--- config.mk ---
export PLATFORM = sky130hd
export DESIGN_NAME = rv32e_core
export DESIGN_NICKNAME = d
export VERILOG_FILES = /design/src/rv32e_pkg.sv /design/src/rv32e_alu.sv /design/src/rv32e_core.sv /design/src/rv32e_decode.sv /design/src/rv32e_execute.sv /design/src/rv32e_fetch.sv /design/src/rv32e_mem_wb.sv /design/src/rv32e_regfile.sv
export VERILOG_INCLUDE_DIRS = /design/src
export SDC_FILE = /design/constraint.sdc
export NUM_CORES = 2
export LEC_CHECK = 0
export BUFFER_PORTS_ARGS = -buffer_cell sky130_fd_sc_hd__buf_4
export CAP_MARGIN = 25
export CORE_MARGIN = 3
export CORE_UTILIZATION = 40
export CTS_CLUSTER_DIAMETER = 120
export DETAILED_ROUTE_END_ITERATION = 10
export GPL_TIMING_DRIVEN = 0
export PLACE_DENSITY_LB_ADDON = 0.3
export SYNTH_ARGS = -nofsm -noshare
export SYNTH_HDL_FRONTEND = slang
export SYNTH_SLANG_ARGS = --single-unit
--- constraint.sdc ---
create_clock -name clk -period 6 [get_ports clk]
set_input_delay 0.9 -clock clk [delete_from_list [all_inputs] [get_ports clk]]
set_output_delay 0.9 -clock clk [all_outputs]
set_load 0.01 [all_outputs]
--- src/rv32e_defs.svh ---
// RV32E core constants
// Data width, register count, reset vector and NOP encoding
`ifndef RV32E_DEFS_SVH
`define RV32E_DEFS_SVH

// Data and address width
`define RV_XLEN 32

// RV32E has sixteen integer registers
`define RV_NREGS 16

// First fetch address after reset
`define RV_RESET_PC 32'h8000_0000

// ADDI x0, x0, 0
`define RV_NOP 32'h0000_0013

`endif

--- src/rv32e_pkg.sv ---
// RV32E shared types
// Opcode and ALU encodings plus the records passed between pipeline stages
`include "rv32e_defs.svh"

package rv32e_pkg;

    typedef logic [$clog2(`RV_NREGS)-1:0] reg_addr_t;

    // Only the opcodes this core executes
    typedef enum logic [6:0] {
        OP_LOAD  = 7'b0000011,
        OP_IMM   = 7'b0010011,
        OP_STORE = 7'b0100011,
        OP_REG   = 7'b0110011,
        OP_LUI   = 7'b0110111
    } opcode_e;

    // Encoded as {funct7[5], funct3} where the ISA allows it
    typedef enum logic [3:0] {
        ADD    = 4'b0000,
        SLL    = 4'b0001,
        SLT    = 4'b0010,
        SLTU   = 4'b0011,
        XOR    = 4'b0100,
        SRL    = 4'b0101,
        OR     = 4'b0110,
        AND    = 4'b0111,
        SUB    = 4'b1000,
        SRA    = 4'b1101,
        PASS_B = 4'b1111  // LUI, operand B straight through
    } alu_op_e;

    typedef struct packed {
        logic [`RV_XLEN-1:0] instr;
        logic [`RV_XLEN-1:0] pc;
    } if_id_t;

    typedef struct packed {
        reg_addr_t           rs1;
        reg_addr_t           rs2;
        logic [`RV_XLEN-1:0] rs1_data;
        logic [`RV_XLEN-1:0] rs2_data;
        reg_addr_t           rd;
        logic [`RV_XLEN-1:0] imm;
        alu_op_e             alu_op;
        logic                use_imm;
        logic                mem_we;
        logic                mem_re;
        logic                reg_we;
    } id_ex_t;

    typedef struct packed {
        logic [`RV_XLEN-1:0] result;     // ALU result or memory address
        logic [`RV_XLEN-1:0] store_data;
        reg_addr_t           rd;
        logic                mem_we;
        logic                mem_re;
        logic                reg_we;
    } ex_mem_t;

    // Register write record, also the MEM/WB register
    typedef struct packed {
        reg_addr_t           rd;
        logic [`RV_XLEN-1:0] data;
        logic                reg_we;
    } wb_t;

    typedef struct packed {
        logic [`RV_XLEN-1:0] addr;
        logic [`RV_XLEN-1:0] wdata;
        logic                we;
        logic                re;
    } dmem_req_t;

endpackage

--- src/rv32e_alu.sv ---
// RV32E integer ALU
// Purely combinational, RV32I base operations plus operand B pass-through
`timescale 1ns/1ps
`include "rv32e_defs.svh"

module rv32e_alu (
    input  rv32e_pkg::alu_op_e  op_i,
    input  logic [`RV_XLEN-1:0] a_i,
    input  logic [`RV_XLEN-1:0] b_i,
    output logic [`RV_XLEN-1:0] result_o
);

    import rv32e_pkg::*;

    logic [4:0] shamt;

    assign shamt = b_i[4:0];

    always_comb begin
        case (op_i)
            ADD:     result_o = a_i + b_i;
            SUB:     result_o = a_i - b_i;
            SLL:     result_o = a_i << shamt;
            SLT:     result_o = {{(`RV_XLEN-1){1'b0}}, $signed(a_i) < $signed(b_i)};
            SLTU:    result_o = {{(`RV_XLEN-1){1'b0}}, a_i < b_i};
            XOR:     result_o = a_i ^ b_i;
            SRL:     result_o = a_i >> shamt;
            SRA:     result_o = $unsigned($signed(a_i) >>> shamt);
            OR:      result_o = a_i | b_i;
            AND:     result_o = a_i & b_i;
            PASS_B:  result_o = b_i;
            default: result_o = '0;  // Unused encodings
        endcase
    end

endmodule

--- src/rv32e_core.sv ---
// RV32E five-stage pipeline top level
// Wires fetch, decode, execute and memory/writeback together
`timescale 1ns/1ps
`include "rv32e_defs.svh"

module rv32e_core (
    input  logic                 clk,
    input  logic                 rst_n,
    input  logic [`RV_XLEN-1:0]  instr_data_i,
    output logic [`RV_XLEN-1:0]  instr_addr_o,
    input  logic [`RV_XLEN-1:0]  dmem_rdata_i,
    output rv32e_pkg::dmem_req_t dmem_req_o
);

    import rv32e_pkg::*;

    if_id_t  if_id;
    id_ex_t  id_ex;
    ex_mem_t ex_mem;
    wb_t     mem_fwd;  // Combinational memory-stage result
    wb_t     wb;       // MEM/WB register, also the RF write port

    rv32e_fetch u_fetch (
        .clk         (clk),
        .rst_n       (rst_n),
        .instr_data_i(instr_data_i),
        .instr_addr_o(instr_addr_o),
        .if_id_o     (if_id)
    );

    rv32e_decode u_decode (
        .clk    (clk),
        .rst_n  (rst_n),
        .if_id_i(if_id),
        .wb_i   (wb),
        .id_ex_o(id_ex)
    );

    rv32e_execute u_execute (
        .clk      (clk),
        .rst_n    (rst_n),
        .id_ex_i  (id_ex),
        .mem_fwd_i(mem_fwd),
        .wb_i     (wb),
        .ex_mem_o (ex_mem)
    );

    rv32e_mem_wb u_mem_wb (
        .clk         (clk),
        .rst_n       (rst_n),
        .ex_mem_i    (ex_mem),
        .dmem_rdata_i(dmem_rdata_i),
        .dmem_req_o  (dmem_req_o),
        .mem_fwd_o   (mem_fwd),
        .wb_o        (wb)
    );

endmodule

--- src/rv32e_decode.sv ---
// RV32E decode stage
// Control decode, immediate generation, register read and the ID/EX register
`timescale 1ns/1ps
`include "rv32e_defs.svh"

module rv32e_decode (
    input  logic              clk,
    input  logic              rst_n,
    input  rv32e_pkg::if_id_t if_id_i,
    input  rv32e_pkg::wb_t    wb_i,
    output rv32e_pkg::id_ex_t id_ex_o
);

    import rv32e_pkg::*;

    logic [`RV_XLEN-1:0] instr;
    opcode_e             opcode;
    logic [2:0]          funct3;
    logic                funct7_b5;
    reg_addr_t           rs1;
    reg_addr_t           rs2;
    reg_addr_t           rd;
    logic [`RV_XLEN-1:0] rs1_data;
    logic [`RV_XLEN-1:0] rs2_data;
    logic [`RV_XLEN-1:0] imm;
    alu_op_e             alu_op;
    logic                use_imm;
    logic                mem_we;
    logic                mem_re;
    logic                reg_we;

    // Bit 30 picks SUB only for register ops, SRA for both forms
    function automatic alu_op_e funct_to_alu(input logic [2:0] f3, input logic alt,
                                             input logic is_reg);
        case (f3)
            3'b000:  return (alt && is_reg) ? SUB : ADD;
            3'b001:  return SLL;
            3'b010:  return SLT;
            3'b011:  return SLTU;
            3'b100:  return XOR;
            3'b101:  return alt ? SRA : SRL;
            3'b110:  return OR;
            default: return AND;
        endcase
    endfunction

    assign instr     = if_id_i.instr;
    assign opcode    = opcode_e'(instr[6:0]);
    assign funct3    = instr[14:12];
    assign funct7_b5 = instr[30];
    assign rd        = instr[10:7];   // Upper index bit unused in RV32E
    assign rs1       = instr[18:15];
    assign rs2       = instr[23:20];

    always_comb begin
        alu_op  = ADD;
        use_imm = 1'b0;
        mem_we  = 1'b0;
        mem_re  = 1'b0;
        reg_we  = 1'b0;
        imm     = '0;
        case (opcode)
            OP_REG: begin
                alu_op = funct_to_alu(funct3, funct7_b5, 1'b1);
                reg_we = 1'b1;
            end
            OP_IMM: begin
                alu_op  = funct_to_alu(funct3, funct7_b5, 1'b0);
                use_imm = 1'b1;
                reg_we  = 1'b1;
                imm     = {{(`RV_XLEN-12){instr[31]}}, instr[31:20]};
            end
            OP_LOAD: begin
                use_imm = 1'b1;  // Address is rs1 + I immediate
                mem_re  = 1'b1;
                reg_we  = 1'b1;
                imm     = {{(`RV_XLEN-12){instr[31]}}, instr[31:20]};
            end
            OP_STORE: begin
                use_imm = 1'b1;
                mem_we  = 1'b1;
                imm     = {{(`RV_XLEN-12){instr[31]}}, instr[31:25], instr[11:7]};
            end
            OP_LUI: begin
                alu_op  = PASS_B;
                use_imm = 1'b1;
                reg_we  = 1'b1;
                imm     = {instr[31:12], 12'b0};
            end
            default: ;  // Anything else retires as a NOP
        endcase
    end

    rv32e_regfile u_regfile (
        .clk       (clk),
        .rst_n     (rst_n),
        .rs1_i     (rs1),
        .rs2_i     (rs2),
        .wb_i      (wb_i),
        .rs1_data_o(rs1_data),
        .rs2_data_o(rs2_data)
    );

    always_ff @(posedge clk or negedge rst_n) begin
        if (!rst_n) begin
            id_ex_o <= '0;  // All enables low, behaves as a NOP
        end else begin
            id_ex_o.rs1      <= rs1;
            id_ex_o.rs2      <= rs2;
            id_ex_o.rs1_data <= rs1_data;
            id_ex_o.rs2_data <= rs2_data;
            id_ex_o.rd       <= rd;
            id_ex_o.imm      <= imm;
            id_ex_o.alu_op   <= alu_op;
            id_ex_o.use_imm  <= use_imm;
            id_ex_o.mem_we   <= mem_we;
            id_ex_o.mem_re   <= mem_re;
            id_ex_o.reg_we   <= reg_we;
        end
    end

endmodule

--- src/rv32e_execute.sv ---
// RV32E execute stage
// Operand forwarding and select, ALU and the EX/MEM register
`timescale 1ns/1ps
`include "rv32e_defs.svh"

module rv32e_execute (
    input  logic               clk,
    input  logic               rst_n,
    input  rv32e_pkg::id_ex_t  id_ex_i,
    input  rv32e_pkg::wb_t     mem_fwd_i,
    input  rv32e_pkg::wb_t     wb_i,
    output rv32e_pkg::ex_mem_t ex_mem_o
);

    import rv32e_pkg::*;

    logic [`RV_XLEN-1:0] op_a;
    logic [`RV_XLEN-1:0] rs2_val;
    logic [`RV_XLEN-1:0] op_b;
    logic [`RV_XLEN-1:0] alu_result;

    // Youngest producer wins, x0 is never forwarded
    function automatic logic [`RV_XLEN-1:0] fwd_sel(input reg_addr_t rs,
                                                    input logic [`RV_XLEN-1:0] rf_data,
                                                    input wb_t mem_fwd, input wb_t wb);
        if (rs == '0) begin
            return rf_data;
        end else if (mem_fwd.reg_we && mem_fwd.rd == rs) begin
            return mem_fwd.data;
        end else if (wb.reg_we && wb.rd == rs) begin
            return wb.data;
        end
        return rf_data;
    endfunction

    assign op_a    = fwd_sel(id_ex_i.rs1, id_ex_i.rs1_data, mem_fwd_i, wb_i);
    assign rs2_val = fwd_sel(id_ex_i.rs2, id_ex_i.rs2_data, mem_fwd_i, wb_i);
    assign op_b    = id_ex_i.use_imm ? id_ex_i.imm : rs2_val;

    rv32e_alu u_alu (
        .op_i    (id_ex_i.alu_op),
        .a_i     (op_a),
        .b_i     (op_b),
        .result_o(alu_result)
    );

    always_ff @(posedge clk or negedge rst_n) begin
        if (!rst_n) begin
            ex_mem_o <= '0;
        end else begin
            ex_mem_o.result     <= alu_result;
            ex_mem_o.store_data <= rs2_val;  // SW data after forwarding
            ex_mem_o.rd         <= id_ex_i.rd;
            ex_mem_o.mem_we     <= id_ex_i.mem_we;
            ex_mem_o.mem_re     <= id_ex_i.mem_re;
            ex_mem_o.reg_we     <= id_ex_i.reg_we;
        end
    end

endmodule

--- src/rv32e_fetch.sv ---
// RV32E fetch stage
// Sequential program counter and the IF/ID register
`timescale 1ns/1ps
`include "rv32e_defs.svh"

module rv32e_fetch (
    input  logic                clk,
    input  logic                rst_n,
    input  logic [`RV_XLEN-1:0] instr_data_i,
    output logic [`RV_XLEN-1:0] instr_addr_o,
    output rv32e_pkg::if_id_t   if_id_o
);

    logic [`RV_XLEN-1:0] pc_q;

    assign instr_addr_o = pc_q;  // Memory answers in the same cycle

    // No redirects, so the PC only ever steps forward
    always_ff @(posedge clk or negedge rst_n) begin
        if (!rst_n) begin
            pc_q          <= `RV_RESET_PC;
            if_id_o.instr <= `RV_NOP;
            if_id_o.pc    <= `RV_RESET_PC;
        end else begin
            pc_q          <= pc_q + `RV_XLEN'(4);
            if_id_o.instr <= instr_data_i;
            if_id_o.pc    <= pc_q;
        end
    end

endmodule

--- src/rv32e_mem_wb.sv ---
// RV32E memory stage
// Data memory request, load/result select and the MEM/WB register
`timescale 1ns/1ps
`include "rv32e_defs.svh"

module rv32e_mem_wb (
    input  logic                 clk,
    input  logic                 rst_n,
    input  rv32e_pkg::ex_mem_t   ex_mem_i,
    input  logic [`RV_XLEN-1:0]  dmem_rdata_i,
    output rv32e_pkg::dmem_req_t dmem_req_o,
    output rv32e_pkg::wb_t       mem_fwd_o,
    output rv32e_pkg::wb_t       wb_o
);

    assign dmem_req_o.addr  = ex_mem_i.result;
    assign dmem_req_o.wdata = ex_mem_i.store_data;
    assign dmem_req_o.we    = ex_mem_i.mem_we;
    assign dmem_req_o.re    = ex_mem_i.mem_re;

    // Load data returns this cycle, so it can be forwarded straight away
    assign mem_fwd_o.rd     = ex_mem_i.rd;
    assign mem_fwd_o.data   = ex_mem_i.mem_re ? dmem_rdata_i : ex_mem_i.result;
    assign mem_fwd_o.reg_we = ex_mem_i.reg_we;

    always_ff @(posedge clk or negedge rst_n) begin
        if (!rst_n) begin
            wb_o <= '0;
        end else begin
            wb_o <= mem_fwd_o;
        end
    end

endmodule

--- src/rv32e_regfile.sv ---
// RV32E register file
// Sixteen words, x0 reads zero, a same-cycle write is bypassed to the reads
`timescale 1ns/1ps
`include "rv32e_defs.svh"

module rv32e_regfile (
    input  logic                 clk,
    input  logic                 rst_n,
    input  rv32e_pkg::reg_addr_t rs1_i,
    input  rv32e_pkg::reg_addr_t rs2_i,
    input  rv32e_pkg::wb_t       wb_i,
    output logic [`RV_XLEN-1:0]  rs1_data_o,
    output logic [`RV_XLEN-1:0]  rs2_data_o
);

    logic [`RV_XLEN-1:0] regs [`RV_NREGS];
    logic                wr_en;

    assign wr_en = wb_i.reg_we && (wb_i.rd != '0);  // x0 never written

    always_ff @(posedge clk or negedge rst_n) begin
        if (!rst_n) begin
            for (int i = 0; i < `RV_NREGS; i++) begin
                regs[i] <= '0;
            end
        end else if (wr_en) begin
            regs[wb_i.rd] <= wb_i.data;
        end
    end

    // Write-through covers the writeback three instructions back
    assign rs1_data_o = (wr_en && wb_i.rd == rs1_i) ? wb_i.data : regs[rs1_i];
    assign rs2_data_o = (wr_en && wb_i.rd == rs2_i) ? wb_i.data : regs[rs2_i];

endmodule

Word-level counts from Yosys, hierarchy flattened
Index checks and enable logic that the tools add are counted.
{ "totals": {"ff_bits": 800, "word_cells": 137} }
{ "classes": {"addsub": 3, "n_lt_le_gt_ge": 6, "n_eq_ne": 27, "shifts": 3, "muxes": 38, "bitwise": 6, "n_reduce_logical": 16} }
{ "ops": {"columns": ["op", "n"], "rows": [
  ["$mux W32", 17],
  ["$bwmux W512", 1],
  ["$pmux W32 S11", 1],
  ["$bmux W32 S4", 2],
  ["$demux W32 S4", 1],
  ["$pmux W32 S3", 1],
  ["$lt A32 B32 Y1", 2],
  ["$pmux W4 S7", 2],
  ["$add A32 B3 Y32 const B", 1],
  ["$add A32 B32 Y32", 1],
  ["$and A32 B32 Y32", 1],
  ["$or A32 B32 Y32", 1],
  ["$shl A32 B5 Y32", 1],
  ["$shr A32 B5 Y32", 1],
  ["$sshr A32 B5 Y32", 1],
  ["$sub A32 B32 Y32", 1],
  ["$xor A32 B32 Y32", 1],
  ["$eq A4 B4 Y1", 6],
  ["$eq A7 B6 Y1 const B", 3],
  ["$eq A4 B3 Y1 const B", 4],
  ["$ge A5 B5 Y1 const B", 3],
  ["$not A4 Y5", 3],
  ["$eq A4 B4 Y1 const B", 3],
  ["$logic_not A4 Y1", 3],
  ["16 further kinds", 38]
]} }

Longest topological paths before layout
{ "depth": {"depth_word": 9, "mapped_depth": 24, "depth_no_buf": 20} }

Cells and area by module
Synthesis repeated with hierarchy kept, for this count alone.
{ "hier_totals": {"hier_cells": 4050, "area_unflattened_um2": 48740.5} }
{ "modules_own_cells": {"columns": ["mod", "n_inst", "cells_per_inst", "area_per_inst_um2"], "rows": [
  ["rv32e_regfile", 1, 1751, 27040.9],
  ["rv32e_alu", 1, 1321, 8768.4],
  ["rv32e_execute", 1, 444, 4556.9],
  ["rv32e_decode", 1, 213, 3434.5],
  ["rv32e_fetch", 1, 177, 2936.6],
  ["rv32e_mem_wb", 1, 144, 2003.2]
]} }

Worst setup path before layout
OpenSTA, ideal clock, no wires.
{ "synth_timing": {"path_kind": "input port to flip-flop", "startpoint": "input port dmem_rdata_i[2]", "endpoint": "register u_execute.ex_mem_o[64] in the netlist's numbering", "setup_ps": 131, "arrival_ps": 5108, "path_slack_ps": 760, "path_stages": 20, "path_cell_list": "mux2_2 > mux2i_1 > o21a_1 > buf_2 > buf_2 > clkbuf_1 > clkbuf_1 > ha_1 > clkbuf_1 > o21a_1 > o31ai_1 > a31oi_1 > a21o_1 > a311o_1 > o22ai_1 > o21ai_0 > a21oi_1 > o21ai_0 > o32a_1 > or3_1"} }
{ "synth_via": {"elab_chain_len": 7, "word_cells_on_any_way": 14} }
{ "synth_lines": {"columns": ["element", "line_no", "rtl"], "rows": [
  ["start: declaration", "rv32e_core.sv:11", "input logic [`RV_XLEN-1:0] dmem_rdata_i,"],
  ["$mux W32 (*)", "rv32e_mem_wb.sv:23", "assign mem_fwd_o.data = ex_mem_i.mem_re ? dmem_rdata_i : ex_mem_i.result;"],
  ["$mux W32", "rv32e_execute.sv:28", "end else if (mem_fwd.reg_we && mem_fwd.rd == rs) begin"],
  ["$mux W32", "rv32e_execute.sv:26", "if (rs == '0) begin"],
  ["$mux W32", "rv32e_execute.sv:33", "return rf_data;"],
  ["$mux W32", "rv32e_execute.sv:38", "assign op_b = id_ex_i.use_imm ? id_ex_i.imm : rs2_val;"],
  ["$sub A32 B32 Y32 (tied with other cells)", "rv32e_alu.sv:22", "SUB: result_o = a_i - b_i;"],
  ["$pmux W32 S11 (*)", "rv32e_alu.sv:20", "case (op_i)"],
  ["named net u_execute.alu_result[25]", "rv32e_execute.sv:20", "logic [`RV_XLEN-1:0] alu_result;"],
  ["end: declaration", "rv32e_execute.sv:12", "output rv32e_pkg::ex_mem_t ex_mem_o"]
]} }
Mark *: on every way through the listed nets, which the timed path passes. The rest lies on a longest branch.
A chain may end at the register's enable or synchronous reset.

Worst setup path in the final report
{ "layout_timing": {"startpoint": "register u_decode.id_ex_o[110] in the netlist's numbering", "endpoint": "register u_execute.ex_mem_o[39] in the netlist's numbering"} }
{ "layout_via": {"elab_chain_len": 9, "word_cells_on_any_way": 23} }
{ "layout_lines": {"columns": ["element", "line_no", "rtl"], "rows": [
  ["start: declaration", "rv32e_decode.sv:11", "output rv32e_pkg::id_ex_t id_ex_o"],
  ["$eq A4 B4 Y1", "rv32e_execute.sv:30", "end else if (wb.reg_we && wb.rd == rs) begin"],
  ["$logic_and A1 B1 Y1", "rv32e_execute.sv:30", null],
  ["$mux W1", "rv32e_execute.sv:30", null],
  ["$mux W1", "rv32e_execute.sv:28", null],
  ["$mux W1", "rv32e_execute.sv:26", null],
  ["$mux W32 (*)", "rv32e_execute.sv:33", null],
  ["named net u_execute.rs2_val[5]", "rv32e_execute.sv:18", "logic [`RV_XLEN-1:0] rs2_val;"],
  ["$mux W32 (*)", "rv32e_execute.sv:38", null],
  ["$lt A32 B32 Y1, on equally long branches", "rv32e_alu.sv:25, rv32e_alu.sv:24", null],
  ["$pmux W32 S11 (*)", "rv32e_alu.sv:20", null],
  ["named net u_execute.alu_result[0]", "rv32e_execute.sv:20", null]
]} }
Marked as above.

==> summary.txt <==
Status
  • Status: completed

Clock tree
  • Worst-path clk slew: 60 ps
  • # hold bufs at CTS: 0
  • H-tree level count: 3
  • Clk_lat worst skew: 690 ps
  • Clk buf depth: 3
  • Clock sinks: 798
  • Total CTS buffers: 88
  • Root Buffer: clkbuf_16
  • CTS tree: yes

Die
  • Initial core utilization: 0.404
  • Horiz. Die Dim: 349 um
  • Die H: 349 um
  • I/O pins: 164
  • Site row count: 125
  • Core area: 116000 sq um
  • Die area: 122000 sq um

Global routing
  • First-pass GRT wire length: 246 mm
  • GR Overflow Total: 0
  • Pin count of the biggest net entering global routing: 117
  • Antenna violations before repair: 4
  • Number of global-route vias before repair: 34700
  • Total track usage: 0.278

Min path
  • Hold WC Path Type: input port to asynchronous set/reset pin

Finish
  • Post-route cell area: 54300 sq um
  • Fin util: 0.466
  • Share of layout cells above drive strength 1: 0.381
  • Area grow syn2layout: 15.4%
  • Layout Nets: 4189

Setup path
  • CP max stage delay: 560 ps
  • WP data required: 6460 ps
  • Crit-path slowest cell: or4_4
  • Crit path cell chain: or4_4 > nor3b_4 > nor2_4 > clkbuf_8 > clkbuf_4 > o21ai_0 > mux2i_2 > inv_1 > ha_1 > clkbuf_1 > a2bb2oi_2 > a31oi_2 > buf_4 > o41ai_4 > buf_4 > and4b_1 > o41a_1 > o21a_1 > nor2_1 > o211ai_1 > nand3_2
  • CP Launch Type: register
  • Top cell by count, worst path: buf_4
  • Arr. time, crit path: 6360 ps
  • CP bufs+invs: 6
  • Critical Path Sink Type: register
  • Crit path kind: register to register
  • CP delay by family, top: compound AO/OA/AOI/OAI gates
  • Reg2reg setup slack: 110 ps
  • CP Max Fanout: 10

Timing
  • Final Critical Period: 5890 ps
  • Max Freq: 170 MHz
  • Setup Viol. Count Final: 0
  • Layout Skew: 44.1 ps
  • Hold Fails Final Rpt: 0
  • Max Slew Vio Count: 0
  • Slew HR: 0.213
  • Actual slew at the worst max-slew pin: 1170 ps
  • Crit share post-route: 0.982
  • RSZ-0062 raised after global routing: false

Synthesis
  • #FFs+latches synth: 798
  • Synth async-reset ratio: 1.00
  • Synth cell types: 91
  • Sequential share of the synthesized area: 0.425
  • Cells after Synth: 3726
  • Synth Warn #: 0
  • Post-synth EDFFs: 0
  • Post-Syn Area: 47000 sq um
  • Avg Cell Area, Syn: 12.6 sq um
  • Top FF cell, synth: dfrtp_1

Routing
  • Via/cell ratio: 6.11
  • DR DRC count: 0
  • ANT nets after route: 0
  • Routed wire per std cell: 30.2 um
  • Drt first pass iters: 6
  • DR iter-0 viols: 3717
  • Vias: 34300
  • WL final: 169 mm

Place
  • Placer Congestion: 1.11
  • Area post-placement: 50700 sq um
  • Hpwl dp: 133 mm
  • PortBufs: 161

Power and ir drop
  • PD cells: 213 nW/um^2
  • Leakage power: 0.0247 uW
  • Peak VDD IR: 0.181 mV

Flow run
  • Max_cap viols: 0
through the flow:
stage	setup TNS [ps]	hold slack (ps)	power (uW)	setup WS, ps	instances
detailed placement	-35230	336	6090	-2150	5440
CTS	0	226	11700	4.55	5607
global route	0	272	11900	4.32	5613
floorplan	0	331	5780	760	3727
finish	0	232	11500	107	5615
global placement	-4243310	331	6060	-5510	5412
synth_stat cells (31+ instances only):
cell	instances	area, sq um
nor3_1	33	165
a21o_1	34	255
clkbuf_1	240	901
nor2_1	178	668
mux2_2	659	7420
nand3_1	47	235
buf_4	72	541
dfrtp_1	794	19900
o21ai_0	110	551
inv_1	99	372
nand2_1	145	544
ha_1	101	1260
buf_2	31	155
buf_1	79	297
a221oi_1	38	333
mux2i_1	167	1670
a21oi_1	94	470
mux4_2	332	7480
xnor2_1	54	473
final cells by class:
| type | count | area (sq um) |
|---|---|---|
| fill | 10400 | 62100 |
| multi-input combinational | 2398 | 25100 |
| sequential | 798 | 20000 |
| clock buffer | 118 | 2510 |
| timing repair buffer | 219 | 2010 |
| buffer | 411 | 1970 |
| tap | 1524 | 1910 |
| clock inverter | 41 | 432 |
| inverter | 104 | 393 |
| antenna | 2 | 5.00 |
flip-flops by register name, indices dropped and copies added (netlist names):
signal                   cells
u_decode.u_regfile.regs    512
u_fetch.if_id_o             32
u_execute.ex_mem_o          71
u_mem_wb.wb_o               37
u_decode.id_ex_o           116
u_fetch.instr_addr_o        30
report_power, final:
part / switching [uW] / total [uW] / internal, uW
Clock: 2330 / 5540 / 3210
Sequential: 33.3 / 5440 / 5410
Combinational: 356 / 559 / 203
Total: 2720 / 11500 / 8820
final timing paths:
path / from / end / cells past startpoint
worst min-delay path: rst_n / u_fetch.instr_addr_o[23] / 1
worst max register to register: u_decode.id_ex_o[110] / u_execute.ex_mem_o[39] / 21
worst min register to register: u_decode.id_ex_o[41] / u_execute.ex_mem_o[4] / 0
worst max-delay path: u_decode.id_ex_o[110] / u_execute.ex_mem_o[39] / 21
max in group asynchronous: rst_n / u_fetch.if_id_o[36] / 6
min in group clk: u_decode.id_ex_o[41] / u_execute.ex_mem_o[4] / 0
cell usage in the layout (no fill, tap or decap), types with 91 or more instances in the layout:
cell type    n
dfrtp_1    794
mux2_2     659
mux4_2     332
buf_4      259
clkbuf_1   236
nor2_1     176
mux2i_1    150
nand2_1    145
inv_1       99
ha_1        98
o21ai_0     96
clkbuf_16   91
per-layer routing:
metal  vias to the layer above  share of wire  global-route usage
li1                      14500              -                   -
met1                     17900           0.40               0.361
met2                      1565           0.46               0.442
met3                       420          0.075              0.0501
met4                         0          0.064               0.151
met5                         -              0                   0
cell families after synthesis:
logic type	after synthesis	synth area share
muxes	1160	0.353
DFF	798	0.425
and+or+nand+nor	533	0.0533
buffers and inverters	531	0.0502
AOI/OAI and AO/OA	522	0.0765
adders and majority gates	103	0.0277
xor gates and xnor gates	78	0.0145
other	1	0.0000797
what timing repair did:
action                     CTS  global route
setup endpoints to repair   29            15
setup buffers               19             1
pin swaps                   10             5
gates resized for setup     80            50
No activity file was read; power rests on OpenSTA's default activity.
